<file path="config.mk">
export PLATFORM = sky130hd
export DESIGN_NAME = operandForward
export DESIGN_NICKNAME = d
export VERILOG_FILES = /design/src/execPkg.sv /design/src/operandForward.sv
export SDC_FILE = /design/constraint.sdc
export NUM_CORES = 1
export LEC_CHECK = 0
export BUFFER_PORTS_ARGS = -buffer_cell sky130_fd_sc_hd__buf_2
export CAP_MARGIN = 20
export CORE_AREA = 2 2 83 85
export DETAILED_ROUTE_END_ITERATION = 8
export DIE_AREA = 0 0 85 87
export GPL_TIMING_DRIVEN = 0
export MAX_ROUTING_LAYER = met4
export PLACE_DENSITY_LB_ADDON = 0.12
export SETUP_SLACK_MARGIN = 0.05
export SYNTH_ARGS = -nofsm -noshare
export SYNTH_HDL_FRONTEND = slang
export SYNTH_SLANG_ARGS = --single-unit
</file>
<file path="constraint.sdc">
create_clock -name vclk -period 2.15
set_clock_uncertainty 0.2 [all_clocks]
set_input_delay 0.1075 -clock vclk [all_inputs]
set_output_delay 0.1075 -clock vclk [all_outputs]
set_load 0.005 [all_outputs]
</file>
<file path="src/execPkg.sv">
package execPkg;

    localparam int WORD_W = 32;
    localparam int REG_ADDR_W = 5;

    typedef logic [WORD_W-1:0] wordT;
    typedef logic [REG_ADDR_W-1:0] regAddrT;
    typedef logic [15:0] imm16T;
    typedef logic [4:0] shamtT;
    typedef logic [1:0] tnewT;

    // Countdown wide enough for the longest multiply/divide latency
    typedef logic [3:0] mdCountT;

    localparam mdCountT MULT_CYCLES = 4'd5;
    localparam mdCountT DIV_CYCLES = 4'd10;

    // NOP must stay at zero, a cleared pipeline register reads as nop
    typedef enum logic [5:0] {
        NOP,
        ADD, ADDU, SUB, SUBU,
        AND, OR, XOR, NOR,
        SLT, SLTU,
        SLL, SRL, SRA, SLLV, SRLV, SRAV,
        ADDI, ADDIU, ANDI, ORI, XORI, SLTI, SLTIU, LUI,
        LW, SW,
        MULT, MULTU, DIV, DIVU,
        MFHI, MFLO, MTHI, MTLO
    } instrT;

    typedef enum logic [3:0] {
        ALU_ZERO,
        ALU_ADD,
        ALU_SUB,
        ALU_AND,
        ALU_OR,
        ALU_XOR,
        ALU_NOR,
        ALU_SLT,
        ALU_SLTU,
        ALU_SLL,
        ALU_SRL,
        ALU_SRA,
        ALU_LUI
    } aluOpT;

    typedef enum logic [3:0] {
        MD_NONE,
        MD_MULT,
        MD_MULTU,
        MD_DIV,
        MD_DIVU,
        MD_MTHI,
        MD_MTLO,
        MD_MFHI,
        MD_MFLO
    } mdOpT;

    // Where the stage result written back to the register file comes from
    typedef enum logic [1:0] {
        RES_DEST,
        RES_ALU,
        RES_MD
    } resSelT;

endpackage

</file>
<file path="src/operandForward.sv">
`timescale 1ns/1ps

module operandForward (
    input execPkg::regAddrT rsAddr,
    input execPkg::regAddrT rtAddr,
    input execPkg::wordT rsData,
    input execPkg::wordT rtData,
    input execPkg::regAddrT memRegAddr,
    input execPkg::wordT memRegData,
    input execPkg::regAddrT wbRegAddr,
    input execPkg::wordT wbRegData,
    output execPkg::wordT rsValue,
    output execPkg::wordT rtValue
);
    import execPkg::*;

    // Newest producer wins, register 0 is hardwired and never bypassed
    function automatic wordT bypass(
        input regAddrT srcAddr,
        input wordT fileData,
        input regAddrT memAddr,
        input wordT memData,
        input regAddrT wbAddr,
        input wordT wbData
    );
        wordT value;
        if (memAddr != '0 && memAddr == srcAddr) begin
            value = memData;
        end else if (wbAddr != '0 && wbAddr == srcAddr) begin
            value = wbData;
        end else begin
            value = fileData;
        end
        return value;
    endfunction

    always_comb begin
        rsValue = bypass(rsAddr, rsData, memRegAddr, memRegData,
                         wbRegAddr, wbRegData);
        rtValue = bypass(rtAddr, rtData, memRegAddr, memRegData,
                         wbRegAddr, wbRegData);
    end

endmodule

</file>
Word-level counts from Yosys, hierarchy flattened
Index checks and enable logic that the tools add are counted.

word-level totals
  register bits = 0
  output and inout bits = 64
  word-level logic and storage cells = 14

operators by class
  eq/ne operators = 4
  muxes and demuxes = 4
  reduce and logical (&&, ||, !) cells = 6

operators with widths
  cell                 number
  32-bit two-way mux   4
  5-bit equality test  4
  5-bit nonzero test   2
  1-bit logical AND    4

Longest topological paths before layout
  depth in word-level cells = 4
  depth in mapped cells = 6

Worst setup path after synthesis
OpenSTA, ideal clock, no wires.

  path type = input-to-output
  start = input wbRegAddr[1]
  end = output rtValue[11]
  arrival = 1399 ps
  setup slack = 443 ps
  stages = 5
  buffers on the path = 1
  cell sequence = or4_4 -> o211ai_4 -> buf_6 -> o21ai_0 -> a31oi_1

on the way
  longest elaborated chain between the ends = 4
  elaborated cells between the ends (all ways) = 5
  those cells by class = 1 x eq/ne; 2 x mux; 2 x reduce/logical

ends and longest elaborated chain
  element                                                           line                  RTL
  start, declared                                                   operandForward.sv:10  input execPkg::regAddrT wbRegAddr,
  5-bit equality test / 5-bit nonzero test (equally long branches)  operandForward.sv:29  end else if (wbAddr != '0 && wbAddr == srcAddr) begin
  1-bit logical AND *                                               operandForward.sv:29
  32-bit two-way mux *                                              operandForward.sv:29
  32-bit two-way mux *                                              operandForward.sv:27  if (memAddr != '0 && memAddr == srcAddr) begin
  end, declared                                                     operandForward.sv:13  output execPkg::wordT rtValue

Every way passes the cells marked *; elsewhere a longest branch is shown, timed or not.

Final worst setup path
  start = input wbRegAddr[1]
  end = output rtValue[10]

Same word-level chain as after synthesis.

==> flow_metrics.env <==
export IMPL_outcome="finished clean"
export IMPL_synth_area_leaders="a31oi_1 19%, or3_1 17%, nor3_1 15%"
export IMPL_synth_area_um2=2120
export IMPL_track_usage=0.271
export IMPL_syn_nets=511
export IMPL_overflow=0
export IMPL_postCtsHoldBufs=0
export IMPL_dp_slack_ns=-0.0688
export IMPL_start_kind="input port"
export IMPL_crit_fanout=10
export IMPL_wl_um=10800
export IMPL_hold_class="input port to output pin"
export IMPL_dieArea_um2=7400
export IMPL_required_ns=1.84
export IMPL_end_kind="output pin"
export IMPL_arrival_ns=1.79
export IMPL_post_dp_hpwl_um=8100
export IMPL_grt_max_degree=11
export IMPL_tightest_slew_ns=0.514
export IMPL_final_setup_worst_slack_ns=0.0541
export IMPL_rsz0062_at_grt="true"
export IMPL_portBuffers=212
export IMPL_yosysWarningCount=0
export IMPL_critical_path_startpoint="wbRegAddr[1]"
export IMPL_design_seq_count=0
export IMPL_ant_nets=0
export IMPL_drc=0
export IMPL_ios=212
export IMPL_power_w=0.000895
export IMPL_die_w_um=85
export IMPL_critPathKind="input port to output pin"
export IMPL_dr_pass1_iters=5
export IMPL_ys_types=20
export IMPL_syn_avg_cell_area_um2=5.85
export IMPL_gp_congestion=0.852
export IMPL_grt_pass1_wl_um=16400
export IMPL_max_slew_margin=0.657
export IMPL_fin_crit_sh=0.975
export IMPL_seqCellArea_um2=0
export IMPL_ir_drop_mv=0.147
export IMPL_layout_area_overhead_vs_synth_pct=71.5
export IMPL_layout_nets=737
export IMPL_min_period_ns=2.10
export IMPL_max_clock_freq_ghz=0.477
export IMPL_synth_seq_area_share=0
export IMPL_core_um2=6570
export IMPL_setup_violations_final=0
export IMPL_drv_cap=0
export IMPL_drtIter0Drc=194
export IMPL_finalHoldViolations=0
export IMPL_syn_inst=363
export IMPL_grt_pass1_vias=3591
export IMPL_yosys_area_top_type="a31oi_1"
export IMPL_rows=30
export IMPL_initial_core_util=0.323
export IMPL_die_height_um=87
export IMPL_yosys_area_top_type_share=0.186
export IMPL_yosys_top_cells_count="63 x a31oi_1, 63 x nor3_1, 59 x or3_1, 50 x o21ai_0, 32 x inv_1"
export IMPL_cp_endpoint="rtValue[10]"
export IMPL_viasPerCell=5.60
export IMPL_p_leak_nw=1.61
export IMPL_vias=3732
export IMPL_wire_per_inst_um=16.2
export IMPL_antenna_found_initial=0
export IMPL_n_clock_buffer=0
export IMPL_drv_slew=0
export IMPL_drive_above_1_share=0.455
export IMPL_antenna_cells=0
export IMPL_cellPowerDensity_nw_per_um2=246
cell usage in the layout, fill, tap and decap left out:
master,netlist,layout
inv_1,32,32
buf_6,8,8
xnor2_2,0,1
nand3_4,0,1
nor3_1,63,63
clkbuf_1,18,17
o32a_1,1,1
or3_1,59,59
clkbuf_2,4,1
buf_12,0,3
or3_2,4,4
a31oi_2,0,1
nand3_1,4,2
buf_2,10,213
clkbuf_16,0,2
clkbuf_4,0,3
o21ai_1,14,18
a31oi_1,63,60
o211ai_4,2,4
o21ai_0,50,46
nand3_2,0,1
buf_8,0,11
a31oi_4,0,2
or4_4,2,2
xnor2_1,20,19
buf_4,4,10
or2_1,2,2
a2bb2oi_1,1,1
area by class of cell:
cell class | instances | area [µm²]
plain buffers | 44 | 354
fillers | 690 | 2930
repair buffers | 224 | 1240
multi-input cells | 287 | 1820
inverters | 32 | 120
well taps | 80 | 100
layer usage:
metal  vias to the layer above  GRT usage  share of wire
li1                       1811          -              -
met1                      1691      0.330           0.40
met2                       215      0.479           0.50
met3                        15     0.0322          0.088
met4                         0     0.0577          0.013
met5                         -          -              0
worst min path at each step:
stage	start	to	depth (start not counted)
floorplan	rtData[28]	rtValue[28]	2
global placement	rtData[28]	rtValue[28]	4
detailed placement	rtData[28]	rtValue[28]	4
CTS	rtData[28]	rtValue[28]	4
global route	rtData[30]	rtValue[30]	4
finish	rsData[27]	rsValue[27]	4
critical path: stages:
cell	delay [ns]
buf_2	0.13
or4_4	0.58
o211ai_4	0.21
buf_12	0.15
buf_4	0.17
or3_1	0.18
a31oi_4	0.10
buf_2	0.14
logic make-up (layout without fill, tap and decap cells):
group	count (synthesis)	in the layout	share of synthesized area
simple gates	134	134	0.362
compound gates	133	133	0.377
xor+xnor	20	20	0.0825
buf+inv	76	300	0.178
metrics by stage:
| step | utilization | hold slack, ns | std cells | setup TNS, ns | cell area [µm²] |
|---|---|---|---|---|---|
| CTS | 0.516 | 0.360 | 660 | 0 | 3390 |
| global placement | 0.500 | 0.354 | 655 | -0.887 | 3280 |
| detailed placement | 0.500 | 0.358 | 655 | -1.07 | 3280 |
| global route | 0.554 | 0.383 | 667 | -0.00382 | 3640 |
| floorplan | - | 0.134 | 363 | 0 | 2120 |
| finish | 0.554 | 0.366 | 667 | 0 | 3640 |
report_power, final:
part	total (W)	switching, W	internal (W)
registers	0	0	0
clock network	0	0	0
logic	0.000895	0.000471	0.000424
total	0.000895	0.000471	0.000424
repair_timing:
| item | CTS | global route |
|---|---|---|
| endpoints found under the setup margin | 59 | 62 |
| cloned | 0 | 2 |
| setup buffers | 5 | 5 |
| resized for setup | 9 | 51 |
| pin swaps | 4 | 21 |
(Power assumes the default switching activity.)
