### src/execPkg.sv
package execPkg;

    localparam int WORD_W = 32;
    localparam int REG_ADDR_W = 5;

    typedef logic [WORD_W-1:0] wordT;
    typedef logic [REG_ADDR_W-1:0] regAddrT;
    typedef logic [15:0] imm16T;
    typedef logic [4:0] shamtT;
    typedef logic [1:0] tnewT;

    // Countdown wide enough for the longest multiply/divide latency
    typedef logic [3:0] mdCountT;

    localparam mdCountT MULT_CYCLES = 4'd5;
    localparam mdCountT DIV_CYCLES = 4'd10;

    // NOP must stay at zero, a cleared pipeline register reads as nop
    typedef enum logic [5:0] {
        NOP,
        ADD, ADDU, SUB, SUBU,
        AND, OR, XOR, NOR,
        SLT, SLTU,
        SLL, SRL, SRA, SLLV, SRLV, SRAV,
        ADDI, ADDIU, ANDI, ORI, XORI, SLTI, SLTIU, LUI,
        LW, SW,
        MULT, MULTU, DIV, DIVU,
        MFHI, MFLO, MTHI, MTLO
    } instrT;

    typedef enum logic [3:0] {
        ALU_ZERO,
        ALU_ADD,
        ALU_SUB,
        ALU_AND,
        ALU_OR,
        ALU_XOR,
        ALU_NOR,
        ALU_SLT,
        ALU_SLTU,
        ALU_SLL,
        ALU_SRL,
        ALU_SRA,
        ALU_LUI
    } aluOpT;

    typedef enum logic [3:0] {
        MD_NONE,
        MD_MULT,
        MD_MULTU,
        MD_DIV,
        MD_DIVU,
        MD_MTHI,
        MD_MTLO,
        MD_MFHI,
        MD_MFLO
    } mdOpT;

    // Where the stage result written back to the register file comes from
    typedef enum logic [1:0] {
        RES_DEST,
        RES_ALU,
        RES_MD
    } resSelT;

endpackage

### src/execCtrlIf.sv
`timescale 1ns/1ps

interface execCtrlIf;
    import execPkg::*;

    aluOpT aluOp;
    logic immSigned;
    logic useImm;
    logic useShamt;
    mdOpT mdOp;
    resSelT resultSel;

    modport decoder (
        output aluOp,
        output immSigned,
        output useImm,
        output useShamt,
        output mdOp,
        output resultSel
    );

    modport alu (
        input aluOp,
        input immSigned,
        input useImm,
        input useShamt
    );

    modport mulDiv (
        input mdOp
    );

    // Stage top needs mdOp to spot mfhi/mflo for memResult
    modport stage (
        input resultSel,
        input mdOp
    );

endinterface

### src/aluUnit.sv
`timescale 1ns/1ps

module aluUnit (
    execCtrlIf.alu ctrl,
    input execPkg::wordT rsValue,
    input execPkg::wordT rtValue,
    input execPkg::imm16T imm16,
    input execPkg::shamtT shamt,
    output execPkg::wordT result
);
    import execPkg::*;

    wordT extImm;
    wordT srcA;
    wordT srcB;
    shamtT shiftBy;

    // Immediate extension
    always_comb begin
        if (ctrl.immSigned) begin
            extImm = {{16{imm16[15]}}, imm16};
        end else begin
            extImm = {16'b0, imm16};
        end
    end

    // Operand selection
    always_comb begin
        srcA = ctrl.useShamt ? {27'b0, shamt} : rsValue;
        srcB = ctrl.useImm ? extImm : rtValue;
    end

    // Shifts move B by the low five bits of A
    assign shiftBy = srcA[4:0];

    always_comb begin
        case (ctrl.aluOp)
            ALU_ADD: begin
                result = srcA + srcB;
            end
            ALU_SUB: begin
                result = srcA - srcB;
            end
            ALU_AND: begin
                result = srcA & srcB;
            end
            ALU_OR: begin
                result = srcA | srcB;
            end
            ALU_XOR: begin
                result = srcA ^ srcB;
            end
            ALU_NOR: begin
                result = ~(srcA | srcB);
            end
            ALU_SLT: begin
                result = {31'b0, $signed(srcA) < $signed(srcB)};
            end
            ALU_SLTU: begin
                result = {31'b0, srcA < srcB};
            end
            ALU_SLL: begin
                result = srcB << shiftBy;
            end
            ALU_SRL: begin
                result = srcB >> shiftBy;
            end
            ALU_SRA: begin
                result = $signed(srcB) >>> shiftBy;
            end
            // Immediate goes to the upper half
            ALU_LUI: begin
                result = {srcB[15:0], 16'b0};
            end
            default: begin
                result = '0;
            end
        endcase
    end

endmodule

### src/flat_wrapper.sv
// flat-port wrapper written by rule: the top's interface ports become plain ports
module aluUnit_flat import execPkg::*;
  (rsValue, rtValue, imm16, shamt, result, ctrl_aluOp, ctrl_immSigned, ctrl_useImm, ctrl_useShamt);
  execCtrlIf ctrl_i ();
  input execPkg::wordT rsValue;
  input execPkg::wordT rtValue;
  input execPkg::imm16T imm16;
  input execPkg::shamtT shamt;
  output execPkg::wordT result;
  input wire logic [$bits(ctrl_i.aluOp)-1:0] ctrl_aluOp;
  input wire logic [$bits(ctrl_i.immSigned)-1:0] ctrl_immSigned;
  input wire logic [$bits(ctrl_i.useImm)-1:0] ctrl_useImm;
  input wire logic [$bits(ctrl_i.useShamt)-1:0] ctrl_useShamt;
  assign ctrl_i.aluOp = ctrl_aluOp;
  assign ctrl_i.immSigned = ctrl_immSigned;
  assign ctrl_i.useImm = ctrl_useImm;
  assign ctrl_i.useShamt = ctrl_useShamt;
  aluUnit u_core (.ctrl(ctrl_i), .rsValue(rsValue), .rtValue(rtValue), .imm16(imm16), .shamt(shamt), .result(result));
endmodule
### config.mk
export PLATFORM = sky130hd
export DESIGN_NAME = aluUnit_flat
export DESIGN_NICKNAME = d
export VERILOG_FILES = /design/src/execPkg.sv /design/src/execCtrlIf.sv /design/src/aluUnit.sv /design/src/flat_wrapper.sv
export SDC_FILE = /design/constraint.sdc
export NUM_CORES = 1
export LEC_CHECK = 0
export BUFFER_PORTS_ARGS = -buffer_cell sky130_fd_sc_hd__buf_4
export CORE_ASPECT_RATIO = 1.4
export CORE_MARGIN = 5
export CORE_UTILIZATION = 49
export DETAILED_ROUTE_END_ITERATION = 16
export PLACE_DENSITY = 0.81
export SYNTH_ARGS = -nofsm -noshare
export SYNTH_HDL_FRONTEND = slang
export SYNTH_SLANG_ARGS = --single-unit
### constraint.sdc
create_clock -name vclk -period 5
set_input_delay 0.25 -clock vclk [all_inputs]
set_output_delay 0.25 -clock vclk [all_outputs]
set_load 0.02 [all_outputs]
# Word-level counts from Yosys, hierarchy flattened

Index checks and enable logic that the tools add are counted.

Bits in registers: 0
Input port bits: 92
Output and inout bits: 32
Logic and storage cells: 27

Add/sub/neg operators: 2
$lt $le $gt $ge: 2
Equality and inequality tests: 12
Shift-type cells: 3
Multiplexer cells: 4
Bitwise logic cells: 4

Operators by type and width:

| kind                                                                   | count |
|---|---|
| 32-bit one-hot mux with 12 select lines                                | 1 |
| 32-bit two-way mux                                                     | 3 |
| 32-bit less-than comparator                                            | 2 |
| 32-bit adder                                                           | 1 |
| 32-bit bitwise AND                                                     | 1 |
| 32-bit inverter                                                        | 1 |
| 32-bit OR                                                              | 1 |
| 32-bit by 5-bit << shifter with 32-bit output                          | 1 |
| 32-bit by 5-bit >> shifter with 32-bit output                          | 1 |
| 32-bit by 5-bit >>> shifter with 32-bit output                         | 1 |
| 32-bit subtractor                                                      | 1 |
| 32-bit bitwise XOR                                                     | 1 |
| 4-bit equality test (second input constant)                            | 5 |
| 4-bit by 3-bit equality test with 1-bit output (second input constant) | 4 |
| 4-bit by 2-bit equality test with 1-bit output (second input constant) | 2 |
| 4-bit by 1-bit equality test with 1-bit output (second input constant) | 1 |

# Depth between registers and ports, before layout

Depth in word-level cells: 5
Depth in mapped cells: 19
Gate-level depth less buffers: 15

# Least setup slack after synthesis

No wires, ideal clock.

Kind: input -> output
Start: in ctrl_useShamt
End: out result[25]
Arrival time: 4.639 ns
Required time: 4.750 ns
Slack: 0.111 ns
Cell stages on the path: 17
Buffers on the path: 5
Cells stage by stage: buf_4 > mux2i_1 > clkbuf_1 > clkbuf_1 > clkbuf_1 > ha_1 > clkbuf_1 > nor2_1 > a22o_1 > o311ai_1 > nand3_1 > a311o_1 > a211o_1 > a21bo_2 > a211o_1 > o21a_1 > o211ai_1

Word-level cells in the longest chain between the ends: 4
Elaborated cells between the ends (all ways): 11
Those cells by class: add/sub: 2; shift: 3; mux: 2; bitwise: 4

Ends and longest elaborated chain:

| what                                                      | line               | text |
|---|---|---|
| start, declared                                           | flat_wrapper.sv:13 | `input wire logic [$bits(ctrl_i.useShamt)-1:0] ctrl_useShamt;` |
| 32-bit two-way mux *                                      | aluUnit.sv:29      | `srcA = ctrl.useShamt ? {27'b0, shamt} : rsValue;` |
| branches (longest 2 deep; another with 32-bit subtractor) | --                 |  |
| 32-bit one-hot mux with 12 select lines *                 | aluUnit.sv:37      | `case (ctrl.aluOp)` |
| end, declared                                             | flat_wrapper.sv:9  | `output execPkg::wordT result;` |

Every way passes the cells marked *.

# Worst setup path in the final report

Start: in ctrl_useShamt
End: out result[28]

The elaborated chain is that of the path after synthesis.

==> metrics <==
status finished, final reports clean; Net Switching approximately 1.1 mW; Chip Width roughly 130 µm; Cell Pwr Density between 150 and 200 nW/µm²; max frequency between 200 and 250 MHz; number of global-route vias before repair 12290; Seq cells 0; met3 WL post-DR just over 5 mm; Finished Cell Area 11000 µm²; diode count 0; Tcrit/Tclk final 92.2%; syn_area_per_cell ~6.2 µm²; Layout area overhead 13.6%; largest family of logic cells by synthesized area compound AO/OA/AOI/OAI gates; Synth Area in Compound Gates approximately 43%; initial detailed-routing violation count 1745; CP Max Fanout 23; Internal 593 µW; Final Net Count approximately 1800; Clock Power Share 0%; Period minus WS final ~4.6 ns; area leader, netlist ha_1; Core Area between 15000 and 20000 µm²; cts hold-fix bufs 0; max-cap violations 0; GRT Util Overall between 40% and 50%; register area 0 µm²; post-synthesis sequential area ratio 0%; Residual DRC 0; die height around 180 µm; drt first pass iters 7; Routed Antenna Nets 0; total gr overflow 0; largest net degree at the start of global routing between 70 and 80; Sum Neg Setup Slack 0 ns; average wire per cell in the routed design approximately 27 µm; Placed Cells roughly 1900; number of synthesis warnings 0; Top Ports ~120; top layer in use met5; Critical Path Source Type primary input; Rows 60; setup bufs post-CTS 0; CP Data Required Time about 4.8 ns; cell area after synthesis 9640 µm²; area share of the largest cell type after synthesis 11.6%; hold crit path type primary input to output port; WL met1 between 15 and 20 mm; Synth area leaders ha_1 12%, a21oi_1 8.6%, mux2i_1 6.5%; Routed Wire Length between 40 and 50 mm; Post-DP Area 10900 µm²; Layout fillers 2013; Worst slew margin 22.3%; Synth Net Count between 1500 and 2000; RSZ-0062 raised after global routing false; Synth Instances between 1500 and 2000; full die area 22600 µm²; mux contribution to synthesized area a little under a tenth; area of the multi-input gates just under 9000 µm²; hpwl dp 39.4 mm; fraction of power spent switching nets 64.5%; P_leak between 4 and 5 nW; Starting Density about half; fin cells approximately 1900; Combinational Power Share 100.0%; Flop pwr share 0%; Overall Power approximately 1.7 mW; layout cells sized above 1 14.7%; Synth Area in Adders about an eighth; Worst VDD drop ~0.074 mV; Setup-failing EPs final 0; critical path type primary input to output port; antenna violations before repair 1; data arrival time of the worst path approximately 4.4 ns; vias 13277; clkbuf count 0; distinct cell type count after synthesis 80; xor and xnor fraction of the mapped netlist area about 2.5%; Worst setup EP type output port; simple-gate share of the synthesized area around a quarter; met2 WL about 22 mm; Vias/cell just over 7; final hold vios 0; I/O Buffers roughly 120; gp weighted congestion 1.11; final core occ between 50% and 60%; Worst-Margin Slew 1.15 ns; number of max-slew violations in the final report 0; global-route wire length before repair approximately 74 mm
-- power by group through the flow --
stage               combinational, mW  sequential (mW)  clock [mW]
floorplan                        1.04                0           0
global placement                 1.60                0           0
detailed placement               1.60                0           0
CTS                              1.61                0           0
global route                     1.77                0           0
finish                           1.67                0           0
-- per-layer routing --
| metal | global-route usage (%) | vias up |
|---|---|---|
| met1 | 51.8 | 6214 |
| met3 | 7.17 | 228 |
| met5 | 0 | - |
| met2 | 67.6 | 934 |
| li1 | - | 5899 |
| met4 | 24.5 | 2 |
-- Yosys cell counts, drive strengths merged (5+ instances only) --
| cell type | count |
|---|---|
| a21oi | 165 |
| nand2 | 164 |
| nor2 | 161 |
| o21ai | 117 |
| clkbuf | 97 |
| inv | 94 |
| ha | 89 |
| mux2i | 65 |
| nor2b | 39 |
| nand2b | 36 |
| nor3 | 36 |
| nand3 | 35 |
| a211oi | 33 |
| a21o | 33 |
| o211ai | 31 |
| a31oi | 29 |
| buf | 27 |
| o22ai | 25 |
| xnor2 | 23 |
| a22oi | 17 |
| o221ai | 17 |
| a221oi | 16 |
| mux2 | 14 |
| a211o | 13 |
| a222oi | 13 |
| o21bai | 13 |
| o31ai | 11 |
| a221o | 10 |
| and3 | 10 |
| o21a | 10 |
| nor4 | 7 |
| or2 | 7 |
| or4 | 7 |
| a22o | 6 |
| nand4 | 6 |
| o2111ai | 6 |
| o311ai | 6 |
| and2 | 5 |
| clkinv | 5 |
| o32ai | 5 |
-- final cells by class --
| class | instances | area share, % |
|---|---|---|
| Multi-Input combinational cell | 1339 | 80.8 |
| Inverter | 99 | 3.39 |
| Timing Repair Buffer | 190 | 13.0 |
| Tap cell | 248 | 2.83 |
-- kinds of logic after synthesis --
| group | count (synthesis) |
|---|---|
| AND/OR/NAND/NOR | 522 |
| buffers and inverters | 223 |
| adder cells (fa/ha/maj) | 91 |
| XOR/XNOR | 27 |
| AO/OA/AOI/OAI | 618 |
| multiplexers | 81 |
-- through the flow --
stage | worst slack [ns] | hold WS (ns)
floorplan | 0.111 | 0.951
global placement | 0.424 | 1.21
detailed placement | 0.347 | 1.20
CTS | 0.347 | 1.21
global route | 0.0852 | 1.23
finish | 0.388 | 1.22
-- path summary, 6_finish.rpt --
| path | startpoint | to | slack [ns] | depth (start not counted) |
|---|---|---|---|---|
| setup / recovery | ctrl_useShamt | result[28] | 0.39 | 17 |
| hold / removal | ctrl_aluOp[3] | result[4] | 1.22 | 3 |
-- critical path, cell delays in order --
cell and delay (ns):
buf_4 0.39, mux2i_4 0.18, inv_2 0.09, ha_1 0.23, inv_1 0.09, fa_1 0.49, nand2b_1 0.19, a2111o_1 0.43
nor4b_1 0.16, o21ai_0 0.27, a31o_2 0.26, a22o_1 0.24, a221oi_1 0.14, nor3_1 0.35, o21ai_0 0.14, a22oi_1 0.25
buf_4 0.19
-- placed cells by master, fill, tap and decap left out, types with 16 or more instances in the layout --
cell type,count
a21oi_1,165
buf_4,190
o221ai_1,17
o211ai_1,31
a22oi_1,17
a221oi_1,16
nor3_1,34
inv_1,90
mux2i_1,59
ha_1,89
o21ai_0,116
nor2b_1,39
a31oi_1,28
a21o_1,33
nand2b_1,36
nand3_1,35
o22ai_1,25
nor2_1,161
a211oi_1,33
xnor2_1,23
nand2_1,164
-- what timing repair did --
action	CTS	global route
resized for setup	0	1
endpoints found under the hold margin	0	0
endpoints found under the setup margin	0	1
(Power assumes the default switching activity.)
