**src/execPkg.sv**
```systemverilog
package execPkg;

    localparam int WORD_W = 32;
    localparam int REG_ADDR_W = 5;

    typedef logic [WORD_W-1:0] wordT;
    typedef logic [REG_ADDR_W-1:0] regAddrT;
    typedef logic [15:0] imm16T;
    typedef logic [4:0] shamtT;
    typedef logic [1:0] tnewT;

    // Countdown wide enough for the longest multiply/divide latency
    typedef logic [3:0] mdCountT;

    localparam mdCountT MULT_CYCLES = 4'd5;
    localparam mdCountT DIV_CYCLES = 4'd10;

    // NOP must stay at zero, a cleared pipeline register reads as nop
    typedef enum logic [5:0] {
        NOP,
        ADD, ADDU, SUB, SUBU,
        AND, OR, XOR, NOR,
        SLT, SLTU,
        SLL, SRL, SRA, SLLV, SRLV, SRAV,
        ADDI, ADDIU, ANDI, ORI, XORI, SLTI, SLTIU, LUI,
        LW, SW,
        MULT, MULTU, DIV, DIVU,
        MFHI, MFLO, MTHI, MTLO
    } instrT;

    typedef enum logic [3:0] {
        ALU_ZERO,
        ALU_ADD,
        ALU_SUB,
        ALU_AND,
        ALU_OR,
        ALU_XOR,
        ALU_NOR,
        ALU_SLT,
        ALU_SLTU,
        ALU_SLL,
        ALU_SRL,
        ALU_SRA,
        ALU_LUI
    } aluOpT;

    typedef enum logic [3:0] {
        MD_NONE,
        MD_MULT,
        MD_MULTU,
        MD_DIV,
        MD_DIVU,
        MD_MTHI,
        MD_MTLO,
        MD_MFHI,
        MD_MFLO
    } mdOpT;

    // Where the stage result written back to the register file comes from
    typedef enum logic [1:0] {
        RES_DEST,
        RES_ALU,
        RES_MD
    } resSelT;

endpackage

```
**src/execCtrlIf.sv**
```systemverilog
`timescale 1ns/1ps

interface execCtrlIf;
    import execPkg::*;

    aluOpT aluOp;
    logic immSigned;
    logic useImm;
    logic useShamt;
    mdOpT mdOp;
    resSelT resultSel;

    modport decoder (
        output aluOp,
        output immSigned,
        output useImm,
        output useShamt,
        output mdOp,
        output resultSel
    );

    modport alu (
        input aluOp,
        input immSigned,
        input useImm,
        input useShamt
    );

    modport mulDiv (
        input mdOp
    );

    // Stage top needs mdOp to spot mfhi/mflo for memResult
    modport stage (
        input resultSel,
        input mdOp
    );

endinterface

```
**src/instrDecoder.sv**
```systemverilog
`timescale 1ns/1ps

module instrDecoder (
    input execPkg::instrT instr,
    execCtrlIf.decoder ctrl
);
    import execPkg::*;

    always_comb begin
        // Defaults describe an instruction that passes destData through
        ctrl.aluOp = ALU_ZERO;
        ctrl.immSigned = 1'b1;
        ctrl.useImm = 1'b0;
        ctrl.useShamt = 1'b0;
        ctrl.mdOp = MD_NONE;
        ctrl.resultSel = RES_DEST;

        case (instr)
            ADD, ADDU: begin
                ctrl.aluOp = ALU_ADD;
                ctrl.resultSel = RES_ALU;
            end
            SUB, SUBU: begin
                ctrl.aluOp = ALU_SUB;
                ctrl.resultSel = RES_ALU;
            end
            AND, OR, XOR, NOR: begin
                ctrl.aluOp = (instr == AND) ? ALU_AND :
                             (instr == OR) ? ALU_OR :
                             (instr == XOR) ? ALU_XOR : ALU_NOR;
                ctrl.resultSel = RES_ALU;
            end
            SLT, SLTU: begin
                ctrl.aluOp = (instr == SLT) ? ALU_SLT : ALU_SLTU;
                ctrl.resultSel = RES_ALU;
            end
            // Fixed shifts take shamt as the A operand
            SLL, SRL, SRA: begin
                ctrl.aluOp = (instr == SLL) ? ALU_SLL :
                             (instr == SRL) ? ALU_SRL : ALU_SRA;
                ctrl.useShamt = 1'b1;
                ctrl.resultSel = RES_ALU;
            end
            SLLV, SRLV, SRAV: begin
                ctrl.aluOp = (instr == SLLV) ? ALU_SLL :
                             (instr == SRLV) ? ALU_SRL : ALU_SRA;
                ctrl.resultSel = RES_ALU;
            end
            ADDI, ADDIU, SLTI, SLTIU: begin
                ctrl.aluOp = (instr == SLTI) ? ALU_SLT :
                             (instr == SLTIU) ? ALU_SLTU : ALU_ADD;
                ctrl.useImm = 1'b1;
                ctrl.resultSel = RES_ALU;
            end
            // Logical immediates and lui are zero extended
            ANDI, ORI, XORI, LUI: begin
                ctrl.aluOp = (instr == ANDI) ? ALU_AND :
                             (instr == ORI) ? ALU_OR :
                             (instr == XORI) ? ALU_XOR : ALU_LUI;
                ctrl.immSigned = 1'b0;
                ctrl.useImm = 1'b1;
                ctrl.resultSel = RES_ALU;
            end
            // Address calculation only, the load data arrives later
            LW, SW: begin
                ctrl.aluOp = ALU_ADD;
                ctrl.useImm = 1'b1;
            end
            MULT: ctrl.mdOp = MD_MULT;
            MULTU: ctrl.mdOp = MD_MULTU;
            DIV: ctrl.mdOp = MD_DIV;
            DIVU: ctrl.mdOp = MD_DIVU;
            MTHI: ctrl.mdOp = MD_MTHI;
            MTLO: ctrl.mdOp = MD_MTLO;
            MFHI, MFLO: begin
                ctrl.mdOp = (instr == MFHI) ? MD_MFHI : MD_MFLO;
                ctrl.resultSel = RES_MD;
            end
            default: ;
        endcase
    end

endmodule

```
**src/flat_wrapper.sv**
```systemverilog
// flat-port wrapper written by rule: the top's interface ports become plain ports
module instrDecoder_flat import execPkg::*;
  (instr, ctrl_aluOp, ctrl_immSigned, ctrl_useImm, ctrl_useShamt, ctrl_mdOp, ctrl_resultSel);
  execCtrlIf ctrl_i ();
  input execPkg::instrT instr;
  output wire logic [$bits(ctrl_i.aluOp)-1:0] ctrl_aluOp;
  output wire logic [$bits(ctrl_i.immSigned)-1:0] ctrl_immSigned;
  output wire logic [$bits(ctrl_i.useImm)-1:0] ctrl_useImm;
  output wire logic [$bits(ctrl_i.useShamt)-1:0] ctrl_useShamt;
  output wire logic [$bits(ctrl_i.mdOp)-1:0] ctrl_mdOp;
  output wire logic [$bits(ctrl_i.resultSel)-1:0] ctrl_resultSel;
  assign ctrl_aluOp = ctrl_i.aluOp;
  assign ctrl_immSigned = ctrl_i.immSigned;
  assign ctrl_useImm = ctrl_i.useImm;
  assign ctrl_useShamt = ctrl_i.useShamt;
  assign ctrl_mdOp = ctrl_i.mdOp;
  assign ctrl_resultSel = ctrl_i.resultSel;
  instrDecoder u_core (.instr(instr), .ctrl(ctrl_i));
endmodule
```
**config.mk**
```make
export PLATFORM = sky130hd
export DESIGN_NAME = instrDecoder_flat
export DESIGN_NICKNAME = d
export VERILOG_FILES = /design/src/execPkg.sv /design/src/execCtrlIf.sv /design/src/instrDecoder.sv /design/src/flat_wrapper.sv
export SDC_FILE = /design/constraint.sdc
export NUM_CORES = 1
export LEC_CHECK = 0
export BUFFER_PORTS_ARGS = -buffer_cell sky130_fd_sc_hd__buf_2
export CAP_MARGIN = 40
export CORE_AREA = 3 3 40 42
export DETAILED_ROUTE_END_ITERATION = 8
export DIE_AREA = 0 0 43 45
export GPL_TIMING_DRIVEN = 0
export SYNTH_ARGS = -nofsm -noshare
export SYNTH_HDL_FRONTEND = slang
export SYNTH_SLANG_ARGS = --single-unit
```
**constraint.sdc**
```tcl
create_clock -name vclk -period 2.5
set_clock_uncertainty 0.15 [all_clocks]
set_input_delay 0.75 -clock vclk [all_inputs]
set_output_delay 0.75 -clock vclk [all_outputs]
set_load 0.05 [all_outputs]
```
==> results of run 1 <==
==> stage by stage <==
stage               TNS [ns]  worst slack [ns]  hold WS, ns
floorplan              -1.55            -0.237         1.40
global placement       -4.67            -0.568         1.81
detailed placement     -4.73            -0.574         1.81
CTS                    -1.80            -0.309         1.68
==> Yosys cell counts (2+ instances only) <==
master	n	area share, %
nor2_1	10	9.3
nand2_1	7	6.5
buf_2	6	7.5
a21oi_1	3	3.7
nand2b_1	3	4.7
o22ai_1	3	4.7
nand3_1	2	2.5
nor3_1	2	2.5
o21ai_0	2	2.5
o41ai_1	2	4.3
==> cells by family after synthesis <==
| logic type | share of synthesized area, % |
|---|---|
| buf+inv | 12.1 |
| xor+xnor | 2.17 |
| simple gates | 39.8 |
| mux | 5.28 |
| compound gates | 40.7 |
==> repair_timing <==
| item | CTS |
|---|---|
| pin swaps | 7 |
| cloned | 1 |
| setup buffers | 8 |
| gates resized for setup | 47 |
| endpoints found under the setup margin | 13 |
==> summary.md, run 1 <==
| Metric | Value |
|---|---|
| Area after DPL | 754 sq um |
| Mean area per synthesized cell | 6.01 sq um |
| Yosys cell types | 37 |
| I/O pin count | 19 |
| Halt Stage | 5_1_grt |
| Post-synthesis net count | 73 |
| Register area share after synthesis | 0% |
| Initial antenna violation count | 0 |
| Post-CTS Hold Buffers | 0 |
| Gp weighted congestion | 0.782 |
| Rows | 13 |
| Die Wd | 43 um |
| Largest net degree at the start of global routing | 11 |
| Post-Syn Area | 403 sq um |
| Worst setup endpoint GRT | ctrl_resultSel[1] |
| Yosys warning total | 0 |
| Vert. Die Dim | 45 um |
| Cells after Synth | 67 |
| First Error | [ERROR DPL-0033] detailed placement checks failed during check placement. |
| DPL Wire Length | 1020 um |
| Placed cells | 98 |
| Status | stopped before the end |
| Worst_ep kind | primary output |
| Initial Util | 31.4% |
| Buffers added on ports | 16 |
==> inputs of run 2 (changes only) <==
--- a/config.mk
+++ b/config.mk
@@ -7,10 +7,11 @@
 export LEC_CHECK = 0
 export BUFFER_PORTS_ARGS = -buffer_cell sky130_fd_sc_hd__buf_2
 export CAP_MARGIN = 40
-export CORE_AREA = 3 3 40 42
+export CORE_AREA = 3 3 64 66
 export DETAILED_ROUTE_END_ITERATION = 8
-export DIE_AREA = 0 0 43 45
+export DIE_AREA = 0 0 67 69
 export GPL_TIMING_DRIVEN = 0
+export PLACE_DENSITY_LB_ADDON = 0.15
 export SYNTH_ARGS = -nofsm -noshare
 export SYNTH_HDL_FRONTEND = slang
 export SYNTH_SLANG_ARGS = --single-unit
==> summary.md, run 2 <==
| Metric | Value |
|---|---|
| Status | complete, but fails checks |
| Failing checks | setup timing |
| Relative slew slack | 79.6% |
| Pwr/cell area | 192 mW/mm^2 |
| Vias/cell | 4.32 |
| Via count of the first global-routing pass | 631 |
| Max IR drop VDD | 0.0000566 V |
| Antenna viol nets, final | 0 |
| Setup crit end kind | output pin |
| Initial Util | 11.1% |
| F_max | 366 MHz |
| # setup viols final | 12 |
| GRT Util Overall | 8.06% |
| Post-route setup slack | -0.231 ns |
| Combinational power share | 100.0% |
| Synth top area share | 9.32% |
| Drt total wl | 2240 um |
| Crit path required time | 1.60 ns |
| Max FO, Critical Path | 4 |
| Clock share of power | 0% |
| Vert. Die Dim | 69 um |
| NetSw | 0.136 mW |
| Fillcell total | 365 |
| Internal power | 0.130 mW |
| M1 WL | 1050 um |
| Worst hold slack | 1.69 ns |
| Synth area leaders | nor2_1, buf_2, nand2_1, nand2b_1, o22ai_1 |
| Worst Hold Class | input pin to output pin |
| Most frequent cells in the layout | buf_6, buf_4, buf_12, nor2_4, buf_8 |
| Max Used Layer | met3 |
| DRT iter0 DRCs | 23 |
| Yosys cell types | 37 |
| Worst Max-Slew Pin Slew | 0.303 ns |
| Crit path time final | 2.73 ns |
| DPL Wire Length | 1310 um |
| Gr ovfl total | 0 |
| Area Growth Syn to Fin | 245% |
| RSZ-0062 raised after global routing | true |
| Die Wd | 67 um |
| Top-count cell post-synth | nor2_1 |
| Metal2 WL | 1130 um |
| CLK BUF | 0 |
| Final hold viol count | 0 |
| Most common cell after layout, fill and taps aside | buf_6 |
| Initial antenna violation count | 0 |
| Met3 WL | 56 um |
| Sequential cell area | 0 sq um |
| Final-stage net count | 115 |
| Yosys warning total | 0 |
| Cells after Synth | 67 |
| Post-synthesis net count | 73 |
| Pleak | 0.530 nW |
| Routed vias | 669 |
| Largest net degree at the start of global routing | 11 |
| Layout cell share with drive strength beyond 1 | 86.0% |
| Setup CP Type | input pin to output pin |
| Routed len/inst | 14.4 um |
| Antenna Cells | 0 |
| Switching Share | 51.1% |
| Rows | 22 |
| Slew Limit Fails | 0 |
| Buffers added on ports | 16 |
| Total Power | 0.267 mW |
| Setup tns final | -1.49 ns |
| Die area | 0.00462 sq mm |
| Fin crit share | 109% |
| Synth top cells by count | nor2_1, nand2_1, buf_2 |
| Seq pwr share | 0% |
| Pre-antenna DRT Iters | 4 |
| Post-CTS Hold Buffers | 0 |
| Post-Syn Area | 403 sq um |
| I/O pin count | 19 |
| Register area share after synthesis | 0% |
| Core Area | 0.00363 sq mm |
| Gp weighted congestion | 0.690 |
| Setup crit start kind | input pin |
| Remaining DRCs | 0 |
| Synth area leader | nor2_1 |
| Multi-input logic area | 709 sq um |
| Mean area per synthesized cell | 6.01 sq um |
| Number of max-cap violations | 0 |
| Hold Crit Endpoint | ctrl_aluOp[1] |
| Pre-CTS WS | -0.621 ns |
| First-pass GRT wire length | 3100 um |
| Hold_sp | instr[5] |
| Worst Hold Depth | 3 |
| Arr. time, crit path | 1.83 ns |
| Seq cells | 0 |
==> run 2: cell counts after synthesis <==
No cell type changed its count.
==> run 2: layout make-up <==
type	count	area share, %
timing repair buffer	40	32.4
inverter	2	0.809
buffer	8	11.5
multi-input combinational	57	51.0
tap	48	4.32
==> run 2: timing repair <==
action / in CTS / in global routing
setup buffers: 9 / 12
cloned: 0 / 3
pin swaps: 7 / 19
gates resized for setup: 55 / 31
setup endpoints to repair: 13 / 13
==> run 2: per-stage QoR <==
step | instances | utilization (%) | area (sq um)
floorplan | 67 | - | 656
global placement | 131 | 21.9 | 796
detailed placement | 131 | 21.9 | 796
CTS | 140 | 29.2 | 1060
global route | 155 | 38.3 | 1390
finish | 155 | 38.3 | 1390
==> run 2: cell families (layout without fill, tap and decap cells) <==
logic type                after synthesis  after routing  synth area share, %
and+or+nand+nor                        31             31                 39.8
AOI/OAI and AO/OA                      23             23                 40.7
buffers and inverters                  10             50                 12.1
muxes                                   2              2                 5.28
xor gates and xnor gates                1              1                 2.17
==> run 2: power by group through the flow <==
stage | sequential, mW | combinational, mW | clock [mW]
after floorplan | 0 | 0.128 | 0
after global placement | 0 | 0.159 | 0
after detailed placement | 0 | 0.160 | 0
after CTS | 0 | 0.206 | 0
after global routing | 0 | 0.281 | 0
final | 0 | 0.267 | 0
==> run 2: how the worst max path moves through the flow <==
stage / to / cells after the start / startpoint
global placement: ctrl_mdOp[2] / 6 / instr[5]
detailed placement: ctrl_mdOp[2] / 6 / instr[5]
global route: ctrl_resultSel[1] / 5 / instr[4]
floorplan: ctrl_useShamt / 4 / instr[1]
CTS: ctrl_resultSel[1] / 5 / instr[4]
finish: ctrl_resultSel[1] / 5 / instr[4]
==> run 2: critical path, stage by stage <==
cell and delay, ns:
buf_8 0.10, nand2b_4 0.14, or4_4 0.49, o22ai_4 0.18, buf_6 0.18
==> run 2: per-layer routing <==
metal	vias to the layer above	track usage, %
met2	12	13.0
li1	328	-
met1	329	12.4
met4	0	0
met3	0	0.326
met5	-	0
Power figures use the tool's default switching activity.
==> inputs of run 3 (changes only) <==
==> constraint.sdc (replaced) <==
create_clock -name vclk -period 2.5
set_clock_uncertainty 0.15 [all_clocks]
set_input_delay 0.125 -clock vclk [all_inputs]
set_output_delay 0.125 -clock vclk [all_outputs]
set_load 0.05 [all_outputs]
==> summary.md, run 3 (same netlist as run 2, synthesis figures left out) <==
| Metric | Value |
|---|---|
| Status | finished clean |
| Number of max-cap violations | 0 |
| Sequential cell area | 0 sq um |
| Remaining DRCs | 0 |
| Crit path required time | 2.23 ns |
| First-pass GRT wire length | 2520 um |
| Slew Limit Fails | 0 |
| Pwr/cell area | 209 mW/mm^2 |
| Setup CP Type | input pin to output pin |
| CLK BUF | 0 |
| Max FO, Critical Path | 7 |
| Final hold viol count | 0 |
| Gr ovfl total | 0 |
| Setup tns final | 0 ns |
| Drt total wl | 1570 um |
| Cell mode on critical path | buf_2 |
| Area Growth Syn to Fin | 34.8% |
| Pre-antenna DRT Iters | 4 |
| Arr. time, crit path | 1.38 ns |
| Crit path largest cell delay | 0.44 ns |
| Post-CTS Hold Buffers | 0 |
| Largest net degree at the start of global routing | 11 |
| F_max | 605 MHz |
| Most frequent cells in the layout | buf_2, nor2_1, nand2_1 |
| Layout cell share with drive strength beyond 1 | 32.5% |
| Final-stage net count | 91 |
| Die Wd | 67 um |
| Routed len/inst | 11.9 um |
| Area after DPL | 543 sq um |
| Setup crit end kind | output pin |
| Pre-CTS WS | 0.853 ns |
| Antenna viol nets, final | 0 |
| CP Cell Sequence | buf_2 -> nand2b_2 -> or4_4 -> o22ai_1 -> buf_2 |
| Seq cells | 0 |
| Rows | 22 |
| I/O pin count | 19 |
| Pleak | 0.233 nW |
| Setup crit start kind | input pin |
| RSZ-0062 raised after global routing | false |
| Worst Max-Slew Pin Slew | 0.392 ns |
| Gp weighted congestion | 0.754 |
| Vias/cell | 4.18 |
| Routed vias | 548 |
| Relative slew slack | 73.8% |
| Post-CTS Setup Bufs | 0 |
| GRT Util Overall | 6.56% |
| Resize count post-CTS | 0 |
| Worst hold slack | 0.545 ns |
| Initial Util | 11.1% |
| Antenna Cells | 0 |
| DRT iter0 DRCs | 25 |
| Initial antenna violation count | 0 |
| # setup viols final | 0 |
| Max IR drop VDD | 0.0000372 V |
| Crit path time final | 1.65 ns |
| Via count of the first global-routing pass | 496 |
| Die area | 0.00462 sq mm |
| CP max stage cell | or4_4 |
| Most common cell after layout, fill and taps aside | buf_2 |
| DPL Wire Length | 1170 um |
| Fin crit share | 66.1% |
| Vert. Die Dim | 69 um |
| Buffers added on ports | 16 |
| Fin area | 543 sq um |
| Worst Hold Class | input pin to output pin |
| Post-route setup slack | 0.847 ns |
| Core Area | 0.00363 sq mm |
run 3: changes by cell type in the layout (fill, tap and decap cells not counted), sizes merged:
cell      previous run  this run
buf                 45        23
clkbuf               3         1
clkinvlp             1         0
inv                  0         1
run 3: power by group:
group	switching (mW)	internal, mW
Combinational	0.0804	0.0329
Clock	0	0
Sequential	0	0
Total	0.0804	0.0329
run 3: metal layers:
layer | vias to the layer above | track usage [%] | share of wire [%] | routed length, um
met5 | - | 0 | 0 | 0
met4 | 0 | 0 | 0 | 0
met3 | 0 | 0.163 | 6.3 | 98
met2 | 16 | 9.83 | 45 | 705
met1 | 251 | 10.8 | 49 | 761
li1 | 281 | - | - | -
run 3: stage by stage:
stage / cells / utilization [%] / power, mW
6_report: 131 / 14.9 / 0.113
5_1_grt: 131 / 14.9 / 0.123
4_1_cts: 131 / 14.9 / 0.114
3_5_place_dp: 131 / 14.9 / 0.114
3_3_place_gp: 131 / 14.9 / 0.114
2_1_floorplan: 67 / - / 0.0856
run 3: critical path, delay by kind of cell:
family	cells	cell delay (ns)
AO/OA/AOI/OAI	1	0.18
buffers and inverters	2	0.44
AND/OR/NAND/NOR	2	0.64
run 3: layout make-up:
| class | count | area [sq um] |
|---|---|---|
| Buffer | 8 | 41.3 |
| Fill cell | 454 | 3090 |
| Inverter | 2 | 7.51 |
| Multi-Input combinational cell | 57 | 354 |
| Tap cell | 48 | 60.1 |
| Timing Repair Buffer | 16 | 80.1 |
run 3: final timing paths:
path	startpoint	end	slack (ns)	cells past startpoint
setup / recovery	instr[4]	ctrl_resultSel[1]	0.85	5
hold / removal	instr[5]	ctrl_resultSel[0]	0.54	3
